## src/fetch_pkg.sv

```systemverilog
`default_nettype none

package fetch_pkg;

  // Cache geometry. Four lines of sixteen bytes.
  localparam int offset_bits = 4;
  localparam int index_bits = 2;
  localparam int tag_bits = 32 - offset_bits - index_bits;
  localparam int line_words = 4;

  localparam logic [31:0] reset_pc = 32'h3000_0000;

  // Top address byte of the word-at-a-time region.
  localparam logic [7:0] uncached_page = 8'h0F;

  typedef struct packed {
    logic [tag_bits-1:0]      tag;
    logic [index_bits-1:0]    index;
    logic [offset_bits-3:0]   slot;
    logic [1:0]               byte_off;
  } fetch_fields_t;

  typedef union packed {
    logic [31:0]   raw;
    fetch_fields_t fields;
  } fetch_addr_t;

  typedef enum logic [1:0] {
    state_lookup,
    state_request,
    state_receive,
    state_redirect_wait
  } fetch_state_t;

endpackage

`default_nettype wire

```

## src/pc_unit.sv

```systemverilog
`timescale 1ns/10ps
`default_nettype none

module pc_unit (
  input  wire                   clock,
  input  wire                   reset,
  input  wire                   advance,
  input  wire                   redirect_exception,
  input  wire  [31:0]           exception_pc,
  input  wire                   redirect_flush,
  input  wire  [31:0]           flush_pc,
  output fetch_pkg::fetch_addr_t pc,
  output logic                  pc_uncached,
  output logic                  pc_misaligned,
  output logic                  redirected
);

  import fetch_pkg::*;

  assign redirected = redirect_exception || redirect_flush;

  // An exception target overrides a flush target raised in the same cycle.
  always_ff @(posedge clock) begin
    if (reset) begin
      pc.raw <= reset_pc;
    end else if (redirect_exception) begin
      pc.raw <= exception_pc;
    end else if (redirect_flush) begin
      pc.raw <= flush_pc;
    end else if (advance) begin
      pc.raw <= pc.raw + 32'd4;
    end
  end

  assign pc_uncached = (pc.raw[31:24] == uncached_page);

  // Instructions are word aligned, so any set byte bit is a fault.
  assign pc_misaligned = (pc.fields.byte_off != 2'b00);

endmodule

`default_nettype wire

```

## src/beat_counter.sv

```systemverilog
`timescale 1ns/10ps
`default_nettype none

module beat_counter (
  input  wire        clock,
  input  wire        reset,
  input  wire        burst_start,
  input  wire        beat,
  output logic [1:0] beat_slot
);

  import fetch_pkg::*;

  logic [1:0] count;

  // Bursts are always line aligned, so the beat count is the word slot.
  always_ff @(posedge clock) begin
    if (reset || burst_start) begin
      count <= 2'd0;
    end else if (beat) begin
      if (count == 2'(line_words - 1)) begin
        count <= 2'd0;
      end else begin
        count <= count + 2'd1;
      end
    end
  end

  assign beat_slot = count;

endmodule

`default_nettype wire

```

## src/icache_store.sv

```systemverilog
`timescale 1ns/10ps
`default_nettype none

module icache_store (
  input  wire                    clock,
  input  wire                    reset,
  input  wire                    clear_cache,
  input  wire fetch_pkg::fetch_addr_t pc,
  input  wire                    lookup_enable,
  input  wire                    fill_beat,
  input  wire                    fill_done,
  input  wire  [1:0]             beat_slot,
  input  wire  [31:0]            fill_word,
  output logic                   hit,
  output logic [31:0]            hit_word
);

  import fetch_pkg::*;

  logic [31:0]           data_mem [0:(2**index_bits)*line_words-1];
  logic [tag_bits-1:0]   tag_mem [0:(2**index_bits)-1];
  logic [(2**index_bits)-1:0] line_valid;

  // Line being refilled. It is captured while the controller looks up,
  // so a redirect during the burst does not move the fill target.
  logic [tag_bits-1:0]   fill_tag;
  logic [index_bits-1:0] fill_index;
  logic                  fill_clean;

  assign hit = line_valid[pc.fields.index] &&
               (tag_mem[pc.fields.index] == pc.fields.tag);
  assign hit_word = data_mem[{pc.fields.index, pc.fields.slot}];

  always_ff @(posedge clock) begin
    if (lookup_enable) begin
      fill_tag <= pc.fields.tag;
      fill_index <= pc.fields.index;
    end
    if (fill_beat) begin
      data_mem[{fill_index, beat_slot}] <= fill_word;
    end
    if (fill_done) begin
      tag_mem[fill_index] <= fill_tag;
    end
  end

  // An invalidate seen at any point of a refill keeps the new line invalid.
  always_ff @(posedge clock) begin
    if (reset) begin
      fill_clean <= 1'b0;
    end else if (clear_cache) begin
      fill_clean <= 1'b0;
    end else if (lookup_enable) begin
      fill_clean <= 1'b1;
    end
  end

  always_ff @(posedge clock) begin
    if (reset || clear_cache) begin
      line_valid <= '0;
    end else if (fill_done) begin
      line_valid[fill_index] <= fill_clean;
    end else if (fill_beat) begin
      // The line holds a mix of old and new words until the last beat.
      line_valid[fill_index] <= 1'b0;
    end
  end

endmodule

`default_nettype wire

```

## src/fetch_control.sv

```systemverilog
`timescale 1ns/10ps
`default_nettype none

module fetch_control (
  input  wire                   clock,
  input  wire                   reset,
  input  wire                   idu_ready,
  input  wire fetch_pkg::fetch_addr_t pc,
  input  wire                   pc_uncached,
  input  wire                   pc_misaligned,
  input  wire                   redirected,
  input  wire                   hit,
  input  wire  [31:0]           hit_word,
  input  wire                   arready,
  input  wire  [31:0]           rdata,
  input  wire                   rvalid,
  input  wire                   rlast,
  output logic                  advance,
  output logic                  lookup_enable,
  output logic                  burst_start,
  output logic                  fill_beat,
  output logic                  fill_done,
  output logic                  inst_valid,
  output logic [31:0]           inst,
  output logic [31:0]           inst_pc,
  output logic [31:0]           araddr,
  output logic [7:0]            arlen,
  output logic                  arvalid,
  output logic                  rready,
  output logic                  enable,
  output logic                  inst_addr_misaligned
);

  import fetch_pkg::*;

  fetch_state_t state;
  logic burst_uncached;
  logic burst_stale;
  logic lookup_go;
  logic beat_accept;
  logic deliver_hit;
  logic deliver_uncached;

  assign lookup_enable = (state == state_lookup);
  assign enable = (state == state_request) || (state == state_receive);

  // A redirect in this cycle replaces the PC, so the old one is not acted on.
  assign lookup_go = lookup_enable && idu_ready && !redirected;
  assign deliver_hit = lookup_go && !pc_misaligned && !pc_uncached && hit;
  assign burst_start = lookup_go && !pc_misaligned && !deliver_hit;

  assign beat_accept = rvalid && rready;
  assign fill_beat = beat_accept && !burst_uncached;
  assign fill_done = fill_beat && rlast;
  assign deliver_uncached = beat_accept && burst_uncached && !burst_stale && !redirected;

  assign advance = deliver_hit || deliver_uncached;

  always_ff @(posedge clock) begin
    if (reset) begin
      state <= state_lookup;
      arvalid <= 1'b0;
      rready <= 1'b0;
      inst_valid <= 1'b0;
      inst_addr_misaligned <= 1'b0;
      burst_uncached <= 1'b0;
      burst_stale <= 1'b0;
    end else begin
      inst_valid <= advance;
      inst_addr_misaligned <= lookup_go && pc_misaligned;
      case (state)
        state_lookup: begin
          if (lookup_go && pc_misaligned) begin
            state <= state_redirect_wait;
          end else if (burst_start) begin
            arvalid <= 1'b1;
            burst_uncached <= pc_uncached;
            burst_stale <= 1'b0;
            state <= state_request;
          end
        end
        state_request: begin
          if (redirected) begin
            burst_stale <= 1'b1;
          end
          if (arready) begin
            arvalid <= 1'b0;
            rready <= 1'b1;
            state <= state_receive;
          end
        end
        state_receive: begin
          if (redirected) begin
            burst_stale <= 1'b1;
          end
          if (beat_accept && rlast) begin
            rready <= 1'b0;
            state <= state_lookup;
          end
        end
        state_redirect_wait: begin
          if (redirected) begin
            state <= state_lookup;
          end
        end
        default: state <= state_lookup;
      endcase
    end
  end

  always_ff @(posedge clock) begin
    if (deliver_hit) begin
      inst <= hit_word;
      inst_pc <= pc.raw;
    end else if (deliver_uncached) begin
      inst <= rdata;
      inst_pc <= pc.raw;
    end
    if (burst_start) begin
      araddr <= pc_uncached ? pc.raw : {pc.raw[31:offset_bits], {offset_bits{1'b0}}};
      arlen <= pc_uncached ? 8'd0 : 8'(line_words - 1);
    end
  end

endmodule

`default_nettype wire

```

## src/fetch_top.sv

```systemverilog
`timescale 1ns/10ps
`default_nettype none

module fetch_top (
  input  wire         clock,
  input  wire         reset,
  output logic        inst_valid,
  output logic [31:0] inst,
  output logic [31:0] inst_pc,
  input  wire         idu_ready,
  input  wire         redirect_exception,
  input  wire  [31:0] exception_pc,
  input  wire         redirect_flush,
  input  wire  [31:0] flush_pc,
  input  wire         clear_cache,
  output logic        inst_addr_misaligned,
  output logic        enable,
  output logic [31:0] araddr,
  output logic [7:0]  arlen,
  output logic        arvalid,
  input  wire         arready,
  output logic        rready,
  input  wire  [31:0] rdata,
  input  wire         rvalid,
  input  wire         rlast
);

  import fetch_pkg::*;

  fetch_addr_t pc;
  wire         pc_uncached;
  wire         pc_misaligned;
  wire         redirected;
  wire         advance;
  wire         hit;
  wire  [31:0] hit_word;
  wire         lookup_enable;
  wire         burst_start;
  wire         fill_beat;
  wire         fill_done;
  wire  [1:0]  beat_slot;

  pc_unit pc_reg (
    .clock(clock),
    .reset(reset),
    .advance(advance),
    .redirect_exception(redirect_exception),
    .exception_pc(exception_pc),
    .redirect_flush(redirect_flush),
    .flush_pc(flush_pc),
    .pc(pc),
    .pc_uncached(pc_uncached),
    .pc_misaligned(pc_misaligned),
    .redirected(redirected)
  );

  // Only cached beats advance the slot count.
  beat_counter beats (
    .clock(clock),
    .reset(reset),
    .burst_start(burst_start),
    .beat(fill_beat),
    .beat_slot(beat_slot)
  );

  icache_store cache (
    .clock(clock),
    .reset(reset),
    .clear_cache(clear_cache),
    .pc(pc),
    .lookup_enable(lookup_enable),
    .fill_beat(fill_beat),
    .fill_done(fill_done),
    .beat_slot(beat_slot),
    .fill_word(rdata),
    .hit(hit),
    .hit_word(hit_word)
  );

  fetch_control control (
    .clock(clock),
    .reset(reset),
    .idu_ready(idu_ready),
    .pc(pc),
    .pc_uncached(pc_uncached),
    .pc_misaligned(pc_misaligned),
    .redirected(redirected),
    .hit(hit),
    .hit_word(hit_word),
    .arready(arready),
    .rdata(rdata),
    .rvalid(rvalid),
    .rlast(rlast),
    .advance(advance),
    .lookup_enable(lookup_enable),
    .burst_start(burst_start),
    .fill_beat(fill_beat),
    .fill_done(fill_done),
    .inst_valid(inst_valid),
    .inst(inst),
    .inst_pc(inst_pc),
    .araddr(araddr),
    .arlen(arlen),
    .arvalid(arvalid),
    .rready(rready),
    .enable(enable),
    .inst_addr_misaligned(inst_addr_misaligned)
  );

endmodule

`default_nettype wire

```

## config.mk

```make
export PLATFORM = sky130hd
export DESIGN_NAME = fetch_top
export DESIGN_NICKNAME = d
export VERILOG_FILES = /design/src/fetch_pkg.sv /design/src/pc_unit.sv /design/src/beat_counter.sv /design/src/icache_store.sv /design/src/fetch_control.sv /design/src/fetch_top.sv
export SDC_FILE = /design/constraint.sdc
export NUM_CORES = 1
export LEC_CHECK = 0
export BUFFER_PORTS_ARGS = -buffer_cell sky130_fd_sc_hd__buf_2
export CAP_MARGIN = 20
export CORE_UTILIZATION = 60
export DETAILED_ROUTE_END_ITERATION = 10
export MAX_ROUTING_LAYER = met4
export PLACE_DENSITY = 0.88
export SYNTH_ARGS = -nofsm -noshare
export SYNTH_HDL_FRONTEND = slang
export SYNTH_SLANG_ARGS = --single-unit
```

## constraint.sdc

```tcl
create_clock -name clock -period 6.5 [get_ports clock]
set_input_delay 0.975 -clock clock [delete_from_list [all_inputs] [get_ports clock]]
set_output_delay 0.975 -clock clock [all_outputs]
set_load 0.03 [all_outputs]
```

==> results of run 1 <==
[final timing paths]
check,start,endpoint,cells after the start
setup / recovery,flop,pc_reg.pc[15],7
hold / removal,cache.fill_tag[19],cache.tag_mem[1][19],0
setup reg to reg,flop,pc_reg.pc[15],7
hold reg to reg,cache.fill_tag[19],cache.tag_mem[1][19],0
[per-layer routing]
layer / vias to the layer above / share of wire (%)
met5: - / 0
met3: 242 / 10
met2: 1329 / 52
met4: 0 / 3.8
met1: 8495 / 34
li1: 6809 / -
[power breakdown]
part,total [mW],leakage (nW),switching (mW),internal (mW)
registers,6.01,7.15,0.183,5.82
clock network,4.42,1.19,1.93,2.49
logic,0.821,3.15,0.472,0.348
total,11.2,11.5,2.59,8.66
[placed cells by master, fill, tap and decap left out, types with 22 or more instances in the layout]
cell type	synthesis	layout
a21oi_1	29	29
buf_2	11	207
buf_4	8	22
clkbuf_16	0	80
dfxtp_1	51	47
edfxtp_1	741	741
mux2_2	33	33
mux2i_1	39	39
mux4_2	178	178
nand2_1	41	40
nor2_1	32	31
nor3_1	46	46
o21ai_0	22	22
xnor2_1	30	30
[through the flow]
stage          setup WS [ns]  hold WS, ns
6_report                2.36        0.494
5_1_grt                 2.14        0.530
4_1_cts                 2.03        0.489
3_5_place_dp            1.87        0.484
3_3_place_gp            2.02        0.463
2_1_floorplan           1.84        0.441
[critical path, delay by kind of cell, from the launching register on]
family | cells | cell delay [ns]
compound gates | 1 | 0.20
buf+inv | 1 | 0.80
simple gates | 3 | 1.53
xor+xnor | 1 | 0.18
mux | 1 | 0.63
flops | 1 | 0.56
[area by class of cell]
cell class              instances  area (µm²)
clock buffers                 102        2090
repair buffers                240        1430
multi-input cells             642        7270
well taps                     672         841
clock inverters                38         370
flip-flops and latches        792       23300
inverters                      22        82.6
fillers                      2905       15200
diodes                          5        12.5
[cells by family after synthesis]
group,after synthesis,share of synthesized area [%]
fa+ha+maj,10,0.403
simple gates,205,3.38
mux,250,15.4
other cells,1,0.0121
buf+inv,116,1.71
xor+xnor,41,1.16
flops,792,75.0
compound gates,130,2.94
==> impl_results.md, run 1 <==
* Max IR drop VDD at 0.310 mV
* Hold Fails Final Rpt at 0
* Congestion Overflow GR at 0
* Slew headroom at between 10% and 20%
* Clock Tree Root: clkbuf_16
* Core Util, Final at 70.0%
* Largest register FFs at 512
* Period utilization at 63.7%
* Pin count of the biggest net entering global routing at 76
* Hold buffer count at cts at 0
* Via density at around 6.7
* CTS tree: done
* Static leakage at between 10 and 15 nW
* Ys flop type: edfxtp_1
* Yosys warning total at 0
* Post-layout min period at 4.14 ns
* Layout area overhead at 14.1%
* Initial antenna violation count at 3
* Met2 usage at 51.7%
* Final Setup Violations at 0
* Placed cells at 2361
* Yosys cell types at 62
* Layer with the highest usage: met2
* Vias in the first global route at 17200
* Arrival @ worst endpoint at 4.59 ns
* Layout Cells excl Fill at about 2500
* Met1 Use GR at between 30% and 40%
* GRT met3 Usage at under 10%
* Gpl congestion at 0.901
* Crit path required time at 6.95 ns
* Cell Chain, Critical Path: buf_4 > mux4_2 > xnor2_1 > nand4_1 > or4_4 > nand2_1 > a311oi_1
* Layout Nets at 1890
* Vias at 16900
* Slew at the pin closest to its max-slew limit at roughly 1.2 ns
* Post-CTS Setup Inserts at 0
* Largest regs: cache.data_mem: 512 flops, cache.tag_mem: 104 flops
* WL per Instance at ~31 µm
* WL final at 78200 µm
* Area after DPL at 32800 µm²
* Final Max Slew Viols at 0
* Cell taking the most area after synthesis: edfxtp_1
* Routed Antenna Nets at 0
* Final TNS setup at 0 ns
* Htree depth at 3
* Die span in x at 229 µm
* Peak Freq at roughly 240 MHz
* CTS Buffer Depth at 3
* Clock Skew at 0.0273 ns
* Final HPWL DP at approximately 41000 µm
* DRT Pass-1 Iters at 5
* Outcome: finished, final reports clean
* Maximum capacitance violations at 0
* Top cells by count, synth: edfxtp_1, mux4_2, clkbuf_1
* Post-synthesis cell area at 31000 µm²
* Die height at 229 µm
* Design Area, Final at approximately 35000 µm²
* Starting density of the core at between 60% and 70%
* Sequential share of the synthesized area at 75.0%
* First-pass GRT wire length at approximately 110000 µm
* CP Capture Type: flop
* Cell area power density at 318 nW/µm²
* Worst-Skew Late Latency at 0.64 ns
* Post-synth ARST share at 0%
* FF+latch count, synth at 792
* Post-Synthesis Cells at 1545
* Initial drt markers at 2433
* Post_cts resized at 0
* Row count at ~80
* Startpoint Class: flop
* All-Layer GR Usage at between 30% and 40%
* RSZ-0062 raised after global routing: false
* Syn_area_per_cell at 20.1 µm²
* Clock buffer count from CTS at 77
* Post-synth EDFFs at 741
* Synth top area share at 71.7%
* Biggest register: cache.data_mem
* Buffers on Ports at 207
* Worst stage delay on the critical path at 0.80 ns
* Overall power consumption at roughly 11 mW
* Post-route DRC at 0
* Synth top area cells: edfxtp_1, mux4_2, dfxtp_1
* Die area at between 50000 and 60000 µm²
* WS Path Type: flop to flop
* Slowest-stage cell, CP: buf_4
* Critical path fanouts, max at 42
* Reg-to-reg slack, setup at between 2 and 2.5 ns
* HP Class: flop to flop
* Core Region at 50600 µm²
* Ports at 214
* Share of cells above drive strength 1 at 31.8%
* Clock Sinks at 792
* Most frequent cell after synthesis: edfxtp_1
* Clock Pin Slew Worst Setup and Hold Paths at 0.07 ns
Note: power is estimated with default switching activity, not from simulation.
==> run 2: changes to the inputs <==
Settings changed: ABC_AREA set to 1.
Clock period 6.5 ns to 4.27 ns, I/O delays scaled along.
==> impl_results.md, run 2 <==
* Commonest cells after routing, fill and taps aside: edfxtp_1, nor2_1, nand2_1
* Layer with the highest usage: met2
* Most frequent cell after synthesis: edfxtp_1
* Reg-to-reg slack, setup at 0.53 ns (-1.83 ns)
* Combinational power share at 9.2% (+1.9 points)
* Crit path required time at 4.67 ns (-2.28 ns)
* Cell Chain, Critical Path: buf_4 > nand3_1 > nand2_1 > nand2_1 > nand2_1 > nand2_1 > nor2_1 > nand3_1 > nor2_4 > buf_4 > nor2_1 > a31oi_1
* Row count at 83 (+1.2%)
* Maximum capacitance violations at 0 (unchanged)
* Ys flop type: edfxtp_1
* WL per Instance at 24.8 µm (-20%)
* Cell-internal power at 13.3 mW (+53%)
* Post-synth EDFFs at 741 (unchanged)
* Initial drt markers at 3886 (+60%)
* Period utilization at 87.5% (+24 points)
* Final HPWL DP at 49100 µm (+19%)
* Cell repeated most along the worst path: nand2_1
* HP Class: input port to flop
* Clock Skew at 0.0325 ns (+0.00522 ns)
* Worst Hold Path EP: pc_reg.pc[28]
* Die span in x at 232 µm (+1.0%)
* Slew at the pin closest to its max-slew limit at 1.36 ns (+0.145 ns)
* Layout Nets at 2848 (+51%)
* Clock buffer count from CTS at 78 (+1.3%)
* RSZ-0062 raised after global routing: false
* Post-Synthesis Cells at 2553 (+65%)
* Final TNS setup at 0 ns (unchanged)
* Peak Freq at 268 MHz (+11%)
* Vias in the first global route at 22800 (+32%)
* Static leakage at 12.4 nW (+8.4%)
* Post-route DRC at 0 (unchanged)
* Flop pwr share at 52.0% (-1.4 points)
* Initial antenna violation count at 5 (+2)
* Reg2reg end: control.inst[6]
* Critical path fanouts, max at 64 (+52%)
* Post-layout min period at 3.74 ns (-0.403 ns)
* Starting density of the core at 61.2% (-0.094 points)
* Routed Antenna Nets at 0 (unchanged)
* Synth top area share at 70.3% (-1.5 points)
* Biggest register: cache.data_mem
* Slew headroom at 9.50% (-9.7 points)
* DRT Pass-1 Iters at 7 (+2)
* Clock Pin Slew Worst Setup and Hold Paths at 0.06 ns (about the same)
* Post-CTS Setup Inserts at 0 (unchanged)
* Clock Sinks at 792 (unchanged)
* Worst-Skew Late Latency at 0.63 ns (about the same)
* Pin count of the biggest net entering global routing at 257 (+240%)
* Yosys warning total at 0 (unchanged)
* FF+latch count, synth at 792 (unchanged)
* Most common cell after layout, fill and taps aside: edfxtp_1
* Slowest-stage cell, CP: dfxtp_2
* Layout area overhead at 14.0% (about the same)
* Post_cts resized at 0 (unchanged)
* Cell taking the most area after synthesis: edfxtp_1
* Switching share of power at 24.8% (+1.7 points)
* Ports at 214 (unchanged)
* Share of cells above drive strength 1 at 14.4% (-17 points)
* Die area at 53700 µm² (+2.1%)
* Worst stage delay on the critical path at 0.71 ns (-0.09 ns)
* Met2 usage at 49.8% (-1.9 points)
* Arrival @ worst endpoint at 4.14 ns (-0.45 ns)
* Hold Fails Final Rpt at 0 (unchanged)
* Congestion Overflow GR at 0 (unchanged)
* First-pass GRT wire length at 128000 µm (+14%)
* Max IR drop VDD at 0.380 mV (+23%)
* Final Setup Violations at 0 (unchanged)
* WS Path Type: flop to flop
* Sw power at 4.37 mW (+69%)
* Die height at 232 µm (+1.0%)
* Htree depth at 3 (unchanged)
* Cell area power density at 488 nW/µm² (+54%)
* Post-synthesis cell area at 31700 µm² (+2.1%)
* WL final at 86300 µm (+10%)
* Clock share of power at 38.7% (-0.6 points)
* Final Max Slew Viols at 0 (unchanged)
* Top cells by count, synth: edfxtp_1, nor2_1, nand2_1
* Largest register FFs at 512 (unchanged)
* Startpoint Class: flop
* Buffers on Ports at 207 (unchanged)
* Largest regs: cache.data_mem: 512 flops, cache.tag_mem: 104 flops
* Met1 Use GR at 40.8% (+3.3 points)
* Synth top area cells: edfxtp_1, nor2_1, o21ai_0
* GRT met3 Usage at 8.07% (+2.3 points)
* Gpl congestion at 0.919 (+2.0%)
* CP Capture Type: flop
* Core Region at 51700 µm² (+2.2%)
* Area after DPL at 33500 µm² (+2.2%)
* Outcome: finished, final reports clean
* Min-Delay Startpoint: exception_pc[28]
* Via density at 6.55 (-2.5%)
* Design Area, Final at 36100 µm² (+2.1%)
* Vias at 22800 (+35%)
* Hold buffer count at cts at 0 (unchanged)
* Sequential share of the synthesized area at 73.5% (-1.5 points)
* CTS Buffer Depth at 3 (unchanged)
* CTS tree: done
* Syn_area_per_cell at 12.4 µm² (-38%)
* Reg2Reg Depth at 12 (+5)
* Clock Tree Root: clkbuf_16
* All-Layer GR Usage at 32.8% (+1.8 points)
* Worst hold path depth at 3 (+3)
* Yosys cell types at 33 (-47%)
* Post-synth ARST share at 0% (unchanged)
run 2: cells by family after synthesis:
group / share of synthesized area, %
compound gates: 10.5
fa+ha+maj: 0.395
flops: 73.5
other cells: 0.0118
simple gates: 12.2
buf+inv: 3.21
xor+xnor: 0.277
run 2: power groups by stage:
stage / Clock (mW) / Sequential, mW / Combinational (mW)
final: 6.83 / 9.18 / 1.63
after global routing: 7.10 / 9.20 / 1.75
after CTS: 6.80 / 9.18 / 1.57
after detailed placement: 0 / 9.33 / 1.54
after global placement: 0 / 9.30 / 1.46
after floorplan: 0 / 9.26 / 0.971
run 2: worst max path at each step:
stage                                start                to  slack, ns  cells after the start
after floorplan           control.state[0]   control.inst[0]       0.42                     12
after global placement                flop  control.inst[22]       1.02                     13
after detailed placement              flop  control.inst[22]       0.86                     12
after CTS                             flop   control.inst[6]       0.79                     12
after global routing                  flop   control.inst[6]       0.47                     13
final                                 flop   control.inst[6]       0.53                     12
run 2: layout make-up:
class / instances / area, µm²
flip-flops and latches: 792 / 23300
fillers: 3161 / 15600
multi-input cells: 1525 / 7550
clock buffers: 98 / 2100
repair buffers: 255 / 1590
well taps: 680 / 851
clock inverters: 42 / 410
inverters: 81 / 309
diodes: 8 / 20.0
run 2: metrics by stage:
step | std cells | util, % | worst slack [ns] | power (mW) | hold WS [ns]
floorplan | 2558 | - | 0.416 | 10.2 | 0.425
global placement | 3328 | 64.7 | 1.02 | 10.8 | 0.442
global route | 3478 | 69.8 | 0.468 | 18.1 | 0.313
finish | 3481 | 69.8 | 0.533 | 17.6 | 0.301
CTS | 3469 | 69.6 | 0.793 | 17.5 | 0.282
detailed placement | 3329 | 64.8 | 0.856 | 10.9 | 0.451
run 2: per-layer routing:
metal	vias up	part of all wire, %
li1	9709	-
met1	10700	35
met2	2014	48
met3	346	13
met4	0	4.4
met5	-	0
run 2: critical path, delay by kind of cell, from the launching register on:
kind            cells  cell delay (ns)
buf+inv             2             1.12
flops               1             0.71
compound gates      1             0.35
simple gates        9             1.30
